## src/dispatch_pkg.sv

```systemverilog
package dispatch_pkg;

    // width of the functional-unit busy vector, indexed by fu_t - 1
    localparam int N_FU = 5;

    typedef enum logic [6:0] {
        OP_ALU    = 7'b0110011,
        OP_LOAD   = 7'b0000011,
        OP_BRANCH = 7'b1100011,
        OP_MLOAD  = 7'b0000111,
        OP_GEMM   = 7'b1110111
    } opcode_t;

    // scalar view of an instruction word
    typedef struct packed {
        logic [6:0] funct7;
        logic [4:0] rs2;
        logic [4:0] rs1;
        logic [2:0] funct3;
        logic [4:0] rd;
        opcode_t    opcode;
    } s_instr_t;

    // matrix view, ms3 overlaps the scalar rs1 field
    typedef struct packed {
        logic [3:0] md;
        logic [3:0] ms1;
        logic [3:0] ms2;
        logic [3:0] ms3;
        logic [8:0] imm9;
        opcode_t    opcode;
    } m_instr_t;

    typedef union packed {
        s_instr_t s;
        m_instr_t m;
    } instr_u;

    typedef enum logic [2:0] {
        FU_NONE     = 3'd0,
        FU_S_ALU    = 3'd1,
        FU_S_LD_ST  = 3'd2,
        FU_S_BRANCH = 3'd3,
        FU_M_LD_ST  = 3'd4,
        FU_M_GEMM   = 3'd5
    } fu_t;

    // producer tag of a source operand
    typedef logic [1:0] tag_t;

    localparam tag_t TAG_READY = 2'd0;
    localparam tag_t TAG_EXEC  = 2'd1;
    localparam tag_t TAG_LOAD  = 2'd2;

    typedef struct packed {
        logic busy;
        tag_t tag;
        logic spec;
    } rst_entry_t;

    typedef struct packed {
        logic       s_en;
        logic [4:0] s_reg;
        logic       m_en;
        logic [3:0] m_reg;
    } wb_t;

    typedef struct packed {
        logic        valid;
        fu_t         fu;
        logic [4:0]  rd;
        logic [4:0]  src1;
        logic [4:0]  src2;
        logic [4:0]  src3;
        tag_t        tag1;
        tag_t        tag2;
        tag_t        tag3;
        logic [11:0] imm;
        logic        spec;
    } issue_t;

endpackage

```

## src/instr_decoder.sv

```systemverilog
`timescale 1ns/10ps

module instr_decoder import dispatch_pkg::*; (
    input  instr_u      instr,
    output fu_t         fu,
    output logic        s_write,
    output logic        m_write,
    output logic [11:0] imm
);

    logic [11:0] s_imm;
    logic [11:0] m_imm;

    // scalar immediate sits in the upper bits of the word
    assign s_imm = {instr.s.funct7, instr.s.rs2};

    // matrix load offset, sign extended to the issue width
    assign m_imm = {{3{instr.m.imm9[8]}}, instr.m.imm9};

    always_comb begin
        fu      = FU_NONE;
        s_write = 1'b0;
        m_write = 1'b0;
        imm     = '0;
        case (instr.s.opcode)
            OP_ALU: begin
                fu      = FU_S_ALU;
                s_write = 1'b1;
                imm     = s_imm;
            end
            OP_LOAD: begin
                fu      = FU_S_LD_ST;
                s_write = 1'b1;
                imm     = s_imm;
            end
            OP_BRANCH: begin
                // no destination, only the offset
                fu  = FU_S_BRANCH;
                imm = s_imm;
            end
            OP_MLOAD: begin
                fu      = FU_M_LD_ST;
                m_write = 1'b1;
                imm     = m_imm;
            end
            OP_GEMM: begin
                fu      = FU_M_GEMM;
                m_write = 1'b1;
            end
            default: begin
                // unknown opcode decodes as a no-op
                fu = FU_NONE;
            end
        endcase
    end

endmodule

```

## src/reg_status_table.sv

```systemverilog
`timescale 1ns/10ps

module reg_status_table import dispatch_pkg::*; #(
    parameter int NREGS = 32
) (
    input  logic                       CLK,
    input  logic                       nRST,
    input  logic                       di_write,
    input  logic [$clog2(NREGS)-1:0]   di_sel,
    input  tag_t                       di_tag,
    input  logic                       di_spec,
    input  logic                       wb_write,
    input  logic [$clog2(NREGS)-1:0]   wb_sel,
    input  logic                       spec_clear,
    output rst_entry_t [NREGS-1:0]     status
);

    always_ff @(posedge CLK, negedge nRST) begin
        if (!nRST) begin
            status <= '0;
        end else begin
            // branch miss squashes everything written under speculation
            if (spec_clear) begin
                for (int i = 0; i < NREGS; i++) begin
                    if (status[i].spec) begin
                        status[i] <= '0;
                    end
                end
            end
            if (wb_write) begin
                status[wb_sel] <= '0;
            end
            // later assignment wins, so a new producer overrides the writeback
            if (di_write) begin
                status[di_sel].busy <= 1'b1;
                status[di_sel].tag  <= di_tag;
                status[di_sel].spec <= di_spec;
            end
        end
    end

endmodule

```

## src/instr_fetch.sv

```systemverilog
`timescale 1ns/10ps

module instr_fetch import dispatch_pkg::*; #(
    parameter logic [31:0] RESET_PC = 32'h0000_0000
) (
    input  logic        CLK,
    input  logic        nRST,
    output logic        wb_cyc,
    output logic        wb_stb,
    output logic [31:0] wb_adr,
    input  logic [31:0] wb_dat_i,
    input  logic        wb_ack,
    input  logic        redirect,
    input  logic [31:0] redirect_pc,
    input  logic        take,
    output logic        buf_valid,
    output instr_u      buf_instr
);

    logic [31:0] pc;
    logic        discard;
    logic        start;
    logic        fill;

    // classic single read, strobe follows the cycle
    assign wb_stb = wb_cyc;

    // open a new cycle only into an empty buffer
    assign start = ~wb_cyc & ~buf_valid & ~redirect;

    // word returned after a redirect belongs to the old path
    assign fill = wb_cyc & wb_ack & ~discard & ~redirect;

    always_ff @(posedge CLK, negedge nRST) begin
        if (!nRST) begin
            pc        <= RESET_PC;
            wb_cyc    <= 1'b0;
            buf_valid <= 1'b0;
            discard   <= 1'b0;
        end else begin
            if (start) begin
                wb_cyc <= 1'b1;
            end else if (wb_cyc && wb_ack) begin
                wb_cyc <= 1'b0;
            end

            // wb_adr keeps the old address while the open cycle finishes
            if (redirect) begin
                pc <= redirect_pc;
            end else if (fill) begin
                pc <= pc + 32'd4;
            end

            if (wb_cyc && wb_ack) begin
                discard <= 1'b0;
            end else if (wb_cyc && redirect) begin
                discard <= 1'b1;
            end

            if (redirect) begin
                buf_valid <= 1'b0;
            end else if (fill) begin
                buf_valid <= 1'b1;
            end else if (take) begin
                buf_valid <= 1'b0;
            end
        end
    end

    always_ff @(posedge CLK) begin
        if (start) begin
            wb_adr <= pc;
        end
        if (fill) begin
            buf_instr <= wb_dat_i;
        end
    end

endmodule

```

## src/dispatch.sv

```systemverilog
`timescale 1ns/10ps

module dispatch import dispatch_pkg::*; #(
    parameter int S_REGS = 32,
    parameter int M_REGS = 16
) (
    input  logic            CLK,
    input  logic            nRST,
    input  logic            buf_valid,
    input  instr_u          buf_instr,
    output logic            take,
    input  logic            flush,
    input  logic [N_FU-1:0] fu_busy,
    input  wb_t             wb,
    input  logic            branch_resolved,
    input  logic            branch_miss,
    output issue_t          issue
);

    fu_t                     fu;
    logic                    s_write;
    logic                    m_write;
    logic [11:0]             imm;
    logic                    unit_busy;
    logic                    waw;
    logic                    hazard;
    logic                    accept;
    logic                    spec;
    logic                    s_di_write;
    logic                    m_di_write;
    tag_t                    s_tag;
    tag_t                    m_tag;
    rst_entry_t [S_REGS-1:0] s_status;
    rst_entry_t [M_REGS-1:0] m_status;
    issue_t                  n_issue;

    instr_decoder u_decoder (
        .instr   (buf_instr),
        .fu      (fu),
        .s_write (s_write),
        .m_write (m_write),
        .imm     (imm)
    );

    // structural hazard on the decoded unit
    assign unit_busy = (fu != FU_NONE) ? fu_busy[int'(fu) - 1] : 1'b0;

    // WAW against the table that the instruction writes
    assign waw = (s_write & s_status[buf_instr.s.rd].busy)
               | (m_write & m_status[buf_instr.m.md].busy);

    assign hazard = unit_busy | waw;
    assign accept = buf_valid & ~flush & ~hazard;
    // a flush drops the buffered word even under a hazard
    assign take   = buf_valid & (flush | ~hazard);

    // x0 is hardwired and never becomes pending
    assign s_di_write = accept & s_write & (buf_instr.s.rd != 5'd0);
    assign m_di_write = accept & m_write;
    assign s_tag      = (fu == FU_S_LD_ST) ? TAG_LOAD : TAG_EXEC;
    assign m_tag      = (fu == FU_M_LD_ST) ? TAG_LOAD : TAG_EXEC;

    reg_status_table #(.NREGS(S_REGS)) u_s_table (
        .CLK        (CLK),
        .nRST       (nRST),
        .di_write   (s_di_write),
        .di_sel     (buf_instr.s.rd),
        .di_tag     (s_tag),
        .di_spec    (spec),
        .wb_write   (wb.s_en),
        .wb_sel     (wb.s_reg),
        .spec_clear (branch_miss),
        .status     (s_status)
    );

    reg_status_table #(.NREGS(M_REGS)) u_m_table (
        .CLK        (CLK),
        .nRST       (nRST),
        .di_write   (m_di_write),
        .di_sel     (buf_instr.m.md),
        .di_tag     (m_tag),
        .di_spec    (spec),
        .wb_write   (wb.m_en),
        .wb_sel     (wb.m_reg),
        .spec_clear (branch_miss),
        .status     (m_status)
    );

    always_comb begin
        n_issue       = '0;
        n_issue.valid = accept & (fu != FU_NONE);
        n_issue.fu    = fu;
        n_issue.imm   = imm;
        n_issue.spec  = spec;
        if (fu == FU_M_GEMM) begin
            n_issue.rd   = {1'b0, buf_instr.m.md};
            n_issue.src1 = {1'b0, buf_instr.m.ms1};
            n_issue.src2 = {1'b0, buf_instr.m.ms2};
            n_issue.src3 = {1'b0, buf_instr.m.ms3};
            n_issue.tag1 = m_status[buf_instr.m.ms1].tag;
            n_issue.tag2 = m_status[buf_instr.m.ms2].tag;
            n_issue.tag3 = m_status[buf_instr.m.ms3].tag;
        end else if (fu == FU_M_LD_ST) begin
            // base address comes from the scalar side
            n_issue.rd   = {1'b0, buf_instr.m.md};
            n_issue.src1 = buf_instr.s.rs1;
            n_issue.tag1 = s_status[buf_instr.s.rs1].tag;
        end else if (fu != FU_NONE) begin
            n_issue.rd   = buf_instr.s.rd;
            n_issue.src1 = buf_instr.s.rs1;
            n_issue.src2 = buf_instr.s.rs2;
            n_issue.tag1 = s_status[buf_instr.s.rs1].tag;
            n_issue.tag2 = s_status[buf_instr.s.rs2].tag;
        end
    end

    always_ff @(posedge CLK, negedge nRST) begin
        if (!nRST) begin
            issue <= '0;
            spec  <= 1'b0;
        end else begin
            issue <= n_issue;
            // everything after a dispatched branch runs speculatively
            if (accept && fu == FU_S_BRANCH) begin
                spec <= 1'b1;
            end else if (branch_resolved || branch_miss) begin
                spec <= 1'b0;
            end
        end
    end

endmodule

```

## src/dispatch_top.sv

```systemverilog
`timescale 1ns/10ps

module dispatch_top import dispatch_pkg::*; #(
    parameter logic [31:0] RESET_PC = 32'h0000_1000,
    parameter int          S_REGS   = 32,
    parameter int          M_REGS   = 16
) (
    input  logic            CLK,
    input  logic            nRST,
    output logic            wb_cyc,
    output logic            wb_stb,
    output logic [31:0]     wb_adr,
    input  logic [31:0]     wb_dat_i,
    input  logic            wb_ack,
    input  logic            redirect,
    input  logic [31:0]     redirect_pc,
    input  logic [N_FU-1:0] fu_busy,
    input  wb_t             wb,
    input  logic            branch_resolved,
    input  logic            branch_miss,
    output issue_t          issue
);

    logic   buf_valid;
    instr_u buf_instr;
    logic   take;

    instr_fetch #(.RESET_PC(RESET_PC)) u_fetch (
        .CLK         (CLK),
        .nRST        (nRST),
        .wb_cyc      (wb_cyc),
        .wb_stb      (wb_stb),
        .wb_adr      (wb_adr),
        .wb_dat_i    (wb_dat_i),
        .wb_ack      (wb_ack),
        .redirect    (redirect),
        .redirect_pc (redirect_pc),
        .take        (take),
        .buf_valid   (buf_valid),
        .buf_instr   (buf_instr)
    );

    // a redirect also flushes the word waiting in dispatch
    dispatch #(.S_REGS(S_REGS), .M_REGS(M_REGS)) u_dispatch (
        .CLK             (CLK),
        .nRST            (nRST),
        .buf_valid       (buf_valid),
        .buf_instr       (buf_instr),
        .take            (take),
        .flush           (redirect),
        .fu_busy         (fu_busy),
        .wb              (wb),
        .branch_resolved (branch_resolved),
        .branch_miss     (branch_miss),
        .issue           (issue)
    );

endmodule

```

## config.mk

```make
export PLATFORM = sky130hd
export DESIGN_NAME = dispatch_top
export DESIGN_NICKNAME = d
export VERILOG_FILES = /design/src/dispatch_pkg.sv /design/src/instr_decoder.sv /design/src/reg_status_table.sv /design/src/instr_fetch.sv /design/src/dispatch.sv /design/src/dispatch_top.sv
export SDC_FILE = /design/constraint.sdc
export NUM_CORES = 1
export LEC_CHECK = 0
export ABC_AREA = 1
export BUFFER_PORTS_ARGS = -buffer_cell sky130_fd_sc_hd__buf_2
export CELL_PAD_IN_SITES_DETAIL_PLACEMENT = 1
export CELL_PAD_IN_SITES_GLOBAL_PLACEMENT = 1
export CORE_AREA = 2 2 188 226
export DETAILED_ROUTE_END_ITERATION = 8
export DIE_AREA = 0 0 190 228
export PLACE_DENSITY = 0.81
export SETUP_SLACK_MARGIN = 0.05
export SLEW_MARGIN = 0
export SYNTH_ARGS = -nofsm -noshare
export SYNTH_HDL_FRONTEND = slang
export SYNTH_HIERARCHICAL = 1
export SYNTH_SLANG_ARGS = --single-unit
```

## constraint.sdc

```tcl
create_clock -name CLK -period 3.6 [get_ports CLK]
set_input_delay 0.18 -clock CLK [delete_from_list [all_inputs] [get_ports CLK]]
set_output_delay 0.18 -clock CLK [all_outputs]
set_load 0.02 [all_outputs]
```

==> impl_metrics.tcl, run 1 <==
set metrics [dict create \
    status "finished, final reports clean" \
    setup_viol 0 \
    yosysTopAreaCellShare_pct 37.6 \
    clock_power_share_pct 39.4 \
    syn_nets 2504 \
    antenna_found_initial 1 \
    stdcell_area_um2 21500 \
    intPower_uw 7020 \
    r2r_slack_ns 0.16 \
    crit_type "flip-flop to flip-flop" \
    dr.pass1.iters 5 \
    crit_fanout 7 \
    place_ws_ns 0.0589 \
    num_io_pins 163 \
    grt_util_all_layers_pct 32.7 \
    critical_path.top_delay_family "simple AND/OR/NAND/NOR gates" \
    synthTopCellsByCount "855 x nand2_1, 330 x nor2_1, 269 x dfrtp_1" \
    p_sw_share_pct 31.4 \
    gp_congestion 0.915 \
    hold_ws_ns 0.0640 \
    synth-seq-cells 334 \
    clk_latency_ns 0.57 \
    rows 82 \
    ys_seq_area_share_pct 48.5 \
    ys_top_cells_by_area "dfrtp_1 38%, nand2_1 18%, edfxtp_1 11%, nor2_1 6.9%, nand3_1 4.9%" \
    initial_core_util_pct 43.3 \
    finalCriticalPeriod_ns 3.44 \
    holdCritPathClass "input pin to flip-flop" \
    core_um2 41300 \
    htreeDepth 2 \
    synth_edf_count 64 \
    synthFlopType "dfrtp_1" \
    synth.avg_cell_area_um2 7.41 \
    drive_gt1_share_pct 13.3 \
    cts_root_buf "clkbuf_16" \
    final_nets 2754 \
    synth_top_area_cell "dfrtp_1" \
    cellPowerDensity_nw_per_um2 476 \
    drv_slew 0 \
    finalWirelength_mm 71.7 \
    area_growth_pct 20.1 \
    seqPwrFrac_pct 44.4 \
    syn_area_um2 17900 \
    worstSetupEndpointType "flip-flop" \
    die_y_um 228 \
    drv_cap 0 \
    ir_drop_uv 364 \
    cts_made_buffers 38 \
    placed_area_um2 19400 \
    route.detailed.drc 0 \
    viasPerCell 5.63 \
    cp_slowest_stage_delay_ns 0.46 \
    path_clk_slew_ns 0.06 \
    hpwl_mm 47.8 \
    p_leak_uw 0.0106 \
    p_sw_uw 3210 \
    rsz0062_at_grt "yes" \
    cp-start-kind "flip-flop" \
    tightest_slew_ns 1.12 \
    cts.sinks 334 \
    finClkSkew_ns 0.0115 \
    hold_violations 0 \
    finalWorstSetupSlack_ns 0.159 \
    synth-async-reset-ratio_pct 80.8 \
    grt_max_degree 91 \
    netlist_instances 2412 \
    nFillCells 5207 \
    slowest_stage "edfxtp_1" \
    num_vias 18239 \
    yosys_warnings 6 \
    grt_overflow_total 0 \
    synth.most_common_cell "nand2_1" \
    port_buffers 161 \
    critPathBufInv 5 \
    cp_data_arrival_time_ns 3.90 \
    dieWidth_um 190 \
    required_ns 4.06 \
    min_period_over_period_pct 95.6 \
    final_core_util_pct 52.0 \
    die_area_um2 43300 \
    clk_path_buf_depth 3 \
    cts_tree "yes" \
    grt_pass1_vias 19550 \
    comb_power_share_pct 16.2 \
    max_freq_mhz 291 \
    drt_iter0_markers 1314 \
    synthDistinctLibCells 47 \
    routedWlPerCell_um 22.2 \
    slew-limit-headroom_pct 25.6 \
    fin_tns_setup_ns 0 \
    grt_pass1_wl_mm 109 \
    path_cells "inv_1, nand2_1, nor2_4, nand2_2, nand2_2, inv_1, ha_1, inv_1, nor2_1, o21ai_1, a21oi_1, a21oi_2, nand3_2, nor2_2, buf_4, nand3_1, nor2_1, buf_4, nor2_1, nand2_1, nand2_1" \
    ant_nets 0 \
]
## final timing paths
path                                                      from                                   endpoint  depth (start not counted)
worst max-delay path            u_fetch/buf_instr[3]$_DFFE_PP_  u_dispatch/u_s_table/status[12]$_DFF_PN0_                         21
worst min-delay path                                     wb[0]  u_dispatch/u_m_table/status[24]$_DFF_PN0_                          5
worst max register to register  u_fetch/buf_instr[3]$_DFFE_PP_  u_dispatch/u_s_table/status[12]$_DFF_PN0_                         21
worst min register to register       u_fetch/pc[1]$_DFFE_PN0P_                u_fetch/wb_adr[1]$_DFFE_PP_                          0
max in group asynchronous                                 nRST             u_dispatch/issue[10]$_DFF_PN0_                          3
min in group asynchronous                                 nRST             u_dispatch/issue[20]$_DFF_PN0_                          2
## layout make-up
type | instances | area, um^2 | share of cell area [%]
Clock inverter | 16 | 183 | 0.850
Clock buffer | 52 | 1080 | 5.05
Timing Repair Buffer | 289 | 1980 | 9.20
Multi-Input combinational cell | 1764 | 7980 | 37.2
Tap cell | 546 | 683 | 3.18
Inverter | 235 | 893 | 4.16
Antenna cell | 1 | 2.50 | 0.0116
Sequential cell | 334 | 8680 | 40.4
## layer usage
layer	up-vias	global-route usage (%)	part of all wire [%]
met4	0	20.2	6.5
met5	-	0	0
met3	248	4.83	5.8
met1	9040	38.2	38
li1	8239	-	-
met2	712	56.4	49
## cells by family (layout without fill, tap and decap cells)
family / after synthesis / count (layout) / synth area share (%)
buffers and inverters: 314 / 592 / 7.44
flip-flops: 334 / 334 / 48.5
XOR/XNOR: 10 / 10 / 0.490
other: 1 / 2 / 0.0210
adder cells (fa/ha/maj): 6 / 6 / 0.420
AND/OR/NAND/NOR: 1433 / 1433 / 32.9
AO/OA/AOI/OAI: 314 / 314 / 10.2
## repair_timing
action | in CTS | in global routing
setup buffers | 0 | 9
resized for setup | 0 | 36
setup endpoints to repair | 0 | 182
hold endpoints to repair | 139 | 0
hold buffers | 67 | 0
## placed cells by master (no fill, tap or decap), types with 10 or more instances in the layout
cell type	count
a21oi_1	49
nand3b_1	18
inv_2	10
nand3_1	172
a21boi_0	12
dlygate4sd3_1	67
o21ai_0	159
o221ai_1	22
nor2_1	316
o21ai_1	11
o22ai_1	16
nor2_4	15
inv_1	220
buf_2	160
nand2_2	15
clkbuf_16	39
o211ai_1	35
nand4_1	17
edfxtp_1	64
nor2_2	19
buf_4	57
nand2_1	846
dfrtp_1	269
## sequential cells by signal (all words and copies together), names as in the netlist
register / count
u_fetch/buf_instr: 32
u_dispatch/issue: 42
u_dispatch/u_s_table/status: 128
u_fetch/wb_adr: 32
u_fetch/wb_cyc: 1
u_dispatch/spec: 1
u_fetch/buf_valid: 1
u_fetch/pc: 32
u_dispatch/u_m_table/status: 64
u_fetch/discard: 1
## power by group through the flow
| stage | Sequential [uW] | Combinational [uW] | Clock, uW |
|---|---|---|---|
| after CTS | 4520 | 1600 | 4080 |
| after detailed placement | 4580 | 1530 | 0 |
| after global routing | 4570 | 1800 | 4220 |
| after floorplan | 4570 | 865 | 0 |
| after global placement | 4570 | 1470 | 0 |
| final | 4540 | 1660 | 4030 |
## stage by stage
| stage | cells | total power, uW |
|---|---|---|
| floorplan | 2412 | 5430 |
| global placement | 3092 | 6040 |
| detailed placement | 3092 | 6110 |
| CTS | 3227 | 10200 |
| global route | 3237 | 10600 |
| finish | 3237 | 10200 |
## tightest hold or removal path: stages
cell     delay (ns)
buf_2          0.14
nor2_1         0.08
nand3_1        0.09
nand2_1        0.06
nand2_1        0.05
No activity file was read; power rests on OpenSTA's default activity.
==> run 2, diff against run 1 <==
ABC_AREA = not set   (was 1)
CORE_AREA = 2 2 175 211   (was 2 2 188 226)
DIE_AREA = 0 0 177 213   (was 0 0 190 228)
==> run 2 against run 1 <==
Effect of this change: the flow now finishes with violations (setup timing); largest cell class is now multi-input combinational cells; critical path type unchanged; hold slack worse by 0.061 ns; power decreased by 5.9%; largest power group unchanged; fmax decreased by 19%.
==> impl_metrics.tcl, run 2 <==
set metrics [dict create \
    status "finished with violations" \
    failed_checks "setup timing" \
    grt_pass1_wl_mm 104 \
    grt_max_degree 115 \
    grt_overflow_total 0 \
    drv_cap 0 \
    synthTopCellsByCount "269 x dfrtp_1, 151 x o21ai_0, 136 x o2bb2ai_1" \
    stdcell_area_um2 22200 \
    p_leak_uw 0.00879 \
    worstSetupEndpointType "flip-flop" \
    num_vias 16022 \
    crit_fanout 7 \
    placed_area_um2 18300 \
    cts.sinks 334 \
    synthDistinctLibCells 73 \
    port_buffers 161 \
    initial_core_util_pct 47.4 \
    hold_violations 0 \
    yosysTopAreaCellShare_pct 39.9 \
    layout_common_cells "269 x dfrtp_1, 161 x buf_2, 92 x nand2_1, 82 x o2bb2ai_1, 77 x mux4_2" \
    syn_nets 1551 \
    hpwl_mm 37.4 \
    htreeDepth 2 \
    rsz0062_at_grt "yes" \
    viasPerCell 7.28 \
    setup_viol 192 \
    cts_tree "yes" \
    path_cells "buf_4, nor3_4, nor3b_4, inv_2, ha_4, mux4_2, mux2_4, a22oi_2, o2111ai_4, a211oi_4, buf_6, buf_12, nand4b_1, buf_6, buf_6, o21ai_1, o2bb2ai_1" \
    synth.most_common_cell "dfrtp_1" \
    finalWorstSetupSlack_ns -0.653 \
    cts_root_buf "clkbuf_16" \
    finalCriticalPeriod_ns 4.25 \
    finClkSkew_ns 0.0345 \
    drv_slew 0 \
    cp-start-kind "flip-flop" \
    clk_latency_ns 0.59 \
    min_period_over_period_pct 118 \
    cp_data_arrival_time_ns 4.68 \
    antenna_found_initial 6 \
    routedWlPerCell_um 35.1 \
    grt_pass1_vias 16713 \
    gp_congestion 0.880 \
    clk_path_buf_depth 3 \
    dr.pass1.iters 8 \
    ys_top_cells_by_area "dfrtp_1 40%, edfxtp_1 11%, mux4_2 10%, o2bb2ai_1 7.1%, o21ai_0 4.5%" \
    cts_made_buffers 36 \
    synth-seq-cells 334 \
    drt_iter0_markers 1907 \
    holdCritPathClass "input pin to flip-flop" \
    slowest_stage "edfxtp_1" \
    ant_nets 0 \
    final_common_cell "dfrtp_1" \
    path_clk_slew_ns 0.07 \
    core_um2 35700 \
    rows 76 \
    reg_top3 "u_dispatch/u_s_table/status: 128 flops, u_dispatch/u_m_table/status: 64 flops, u_dispatch/issue: 42 flops" \
    synth-async-reset-ratio_pct 80.8 \
    die_y_um 213 \
    die_area_um2 37700 \
    crit_type "flip-flop to flip-flop" \
    syn_area_um2 16900 \
    critical_path.top_delay_family "compound AO/OA/AOI/OAI gates" \
    netlist_instances 1459 \
    ys_seq_area_share_pct 51.4 \
    area_growth_pct 31.6 \
    drive_gt1_share_pct 37.6 \
    hold_ws_ns 0.00292 \
    crit_path_frequent_cell "buf_6" \
    ir_drop_uv 321 \
    critPathBufInv 6 \
    largest_reg_flops 128 \
    synthFlopType "dfrtp_1" \
    route.detailed.drc 0 \
    synth_edf_count 64 \
    regMostFlops "u_dispatch/u_s_table/status" \
    cellPowerDensity_nw_per_um2 433 \
    grt_util_all_layers_pct 37.0 \
    finalWirelength_mm 77.1 \
    dieWidth_um 177 \
    max_freq_mhz 235 \
    slew-limit-headroom_pct 5.78 \
    required_ns 4.02 \
    tightest_slew_ns 1.41 \
    cp_slowest_stage_delay_ns 0.49 \
    final_nets 1794 \
    yosys_warnings 6 \
    synth.avg_cell_area_um2 11.6 \
    total_power_uw 9630 \
    num_io_pins 163 \
    synth_top_area_cell "dfrtp_1" \
]
==> run 2: metal layers <==
layer / track usage [%] / routed length (um) / share of wire [%]
met1: 41.8 / 25300 / 33
met2: 61.1 / 36900 / 48
met3: 7.28 / 7430 / 9.6
met4: 29.4 / 7410 / 9.6
met5: 0 / 56 / 0.073
==> run 2: final cells by class <==
type,count,area [um^2]
fillers,3544,13400
multi-input cells,935,8870
well taps,468,586
clock buffers,51,1040
clock inverters,15,210
flip-flops and latches,334,8680
repair buffers,331,2590
diodes,2,5.00
inverters,64,240
==> run 2: path summary, 6_finish.rpt <==
path / start / end / slack (ns) / cells after the start
setup / recovery: u_fetch/buf_instr[2]$_DFFE_PP_ / u_dispatch/u_s_table/status[97]$_DFF_PN0_ / -0.65 / 17
setup reg to reg: u_fetch/buf_instr[2]$_DFFE_PP_ / u_dispatch/u_s_table/status[97]$_DFF_PN0_ / -0.65 / 17
max in group asynchronous: nRST / u_dispatch/u_s_table/status[43]$_DFF_PN0_ / 2.08 / 3
hold / removal: redirect_pc[30] / u_fetch/pc[30]$_DFFE_PN0P_ / 0.003 / 3
min in group asynchronous: nRST / u_dispatch/u_m_table/status[19]$_DFF_PN0_ / 0.25 / 2
hold reg to reg: u_fetch/pc[1]$_DFFE_PN0P_ / u_fetch/wb_adr[1]$_DFFE_PP_ / 0.49 / 0
==> run 2: logic make-up after synthesis <==
group | Yosys count | share of synthesized area [%]
AO/OA/AOI/OAI | 482 | 20.0
flip-flops | 334 | 51.4
AND/OR/NAND/NOR | 329 | 10.7
buffers and inverters | 194 | 5.04
multiplexers | 97 | 11.6
XOR/XNOR | 16 | 0.830
adder cells (fa/ha/maj) | 6 | 0.445
other | 1 | 0.0222
==> run 2: power by group <==
part / leakage (uW) / switching (uW) / internal [uW] / total [uW]
combinational: 0.00397 / 760 / 406 / 1170
sequential: 0.00420 / 247 / 4110 / 4350
clock: 0.000618 / 1730 / 2380 / 4110
==> run 2: repair_timing <==
action                                  4_1_cts  5_1_grt
resized for setup                           262      160
hold buffers                                 66        0
setup buffers                                12       12
gates cloned                                 23        1
endpoints found under the setup margin      180      192
pin swaps                                    23       22
endpoints found under the hold margin       177        0
==> run 2: stage by stage <==
stage	utilization (%)	worst slack, ns	TNS (ns)	cells
detailed placement	51.4	-0.339	-22.32	2021
CTS	59.9	-0.221	-10.40	2188
global route	62.3	-0.707	-86.26	2200
finish	62.3	-0.653	-75.74	2200
global placement	51.4	-0.0797	-1.19	2021
floorplan	-	-0.152	-2.89	1459
==> run 2: tightest hold or removal path, cell delays in order <==
cell,delay (ns)
buf_2,0.09
nand2b_1,0.11
o31a_1,0.14
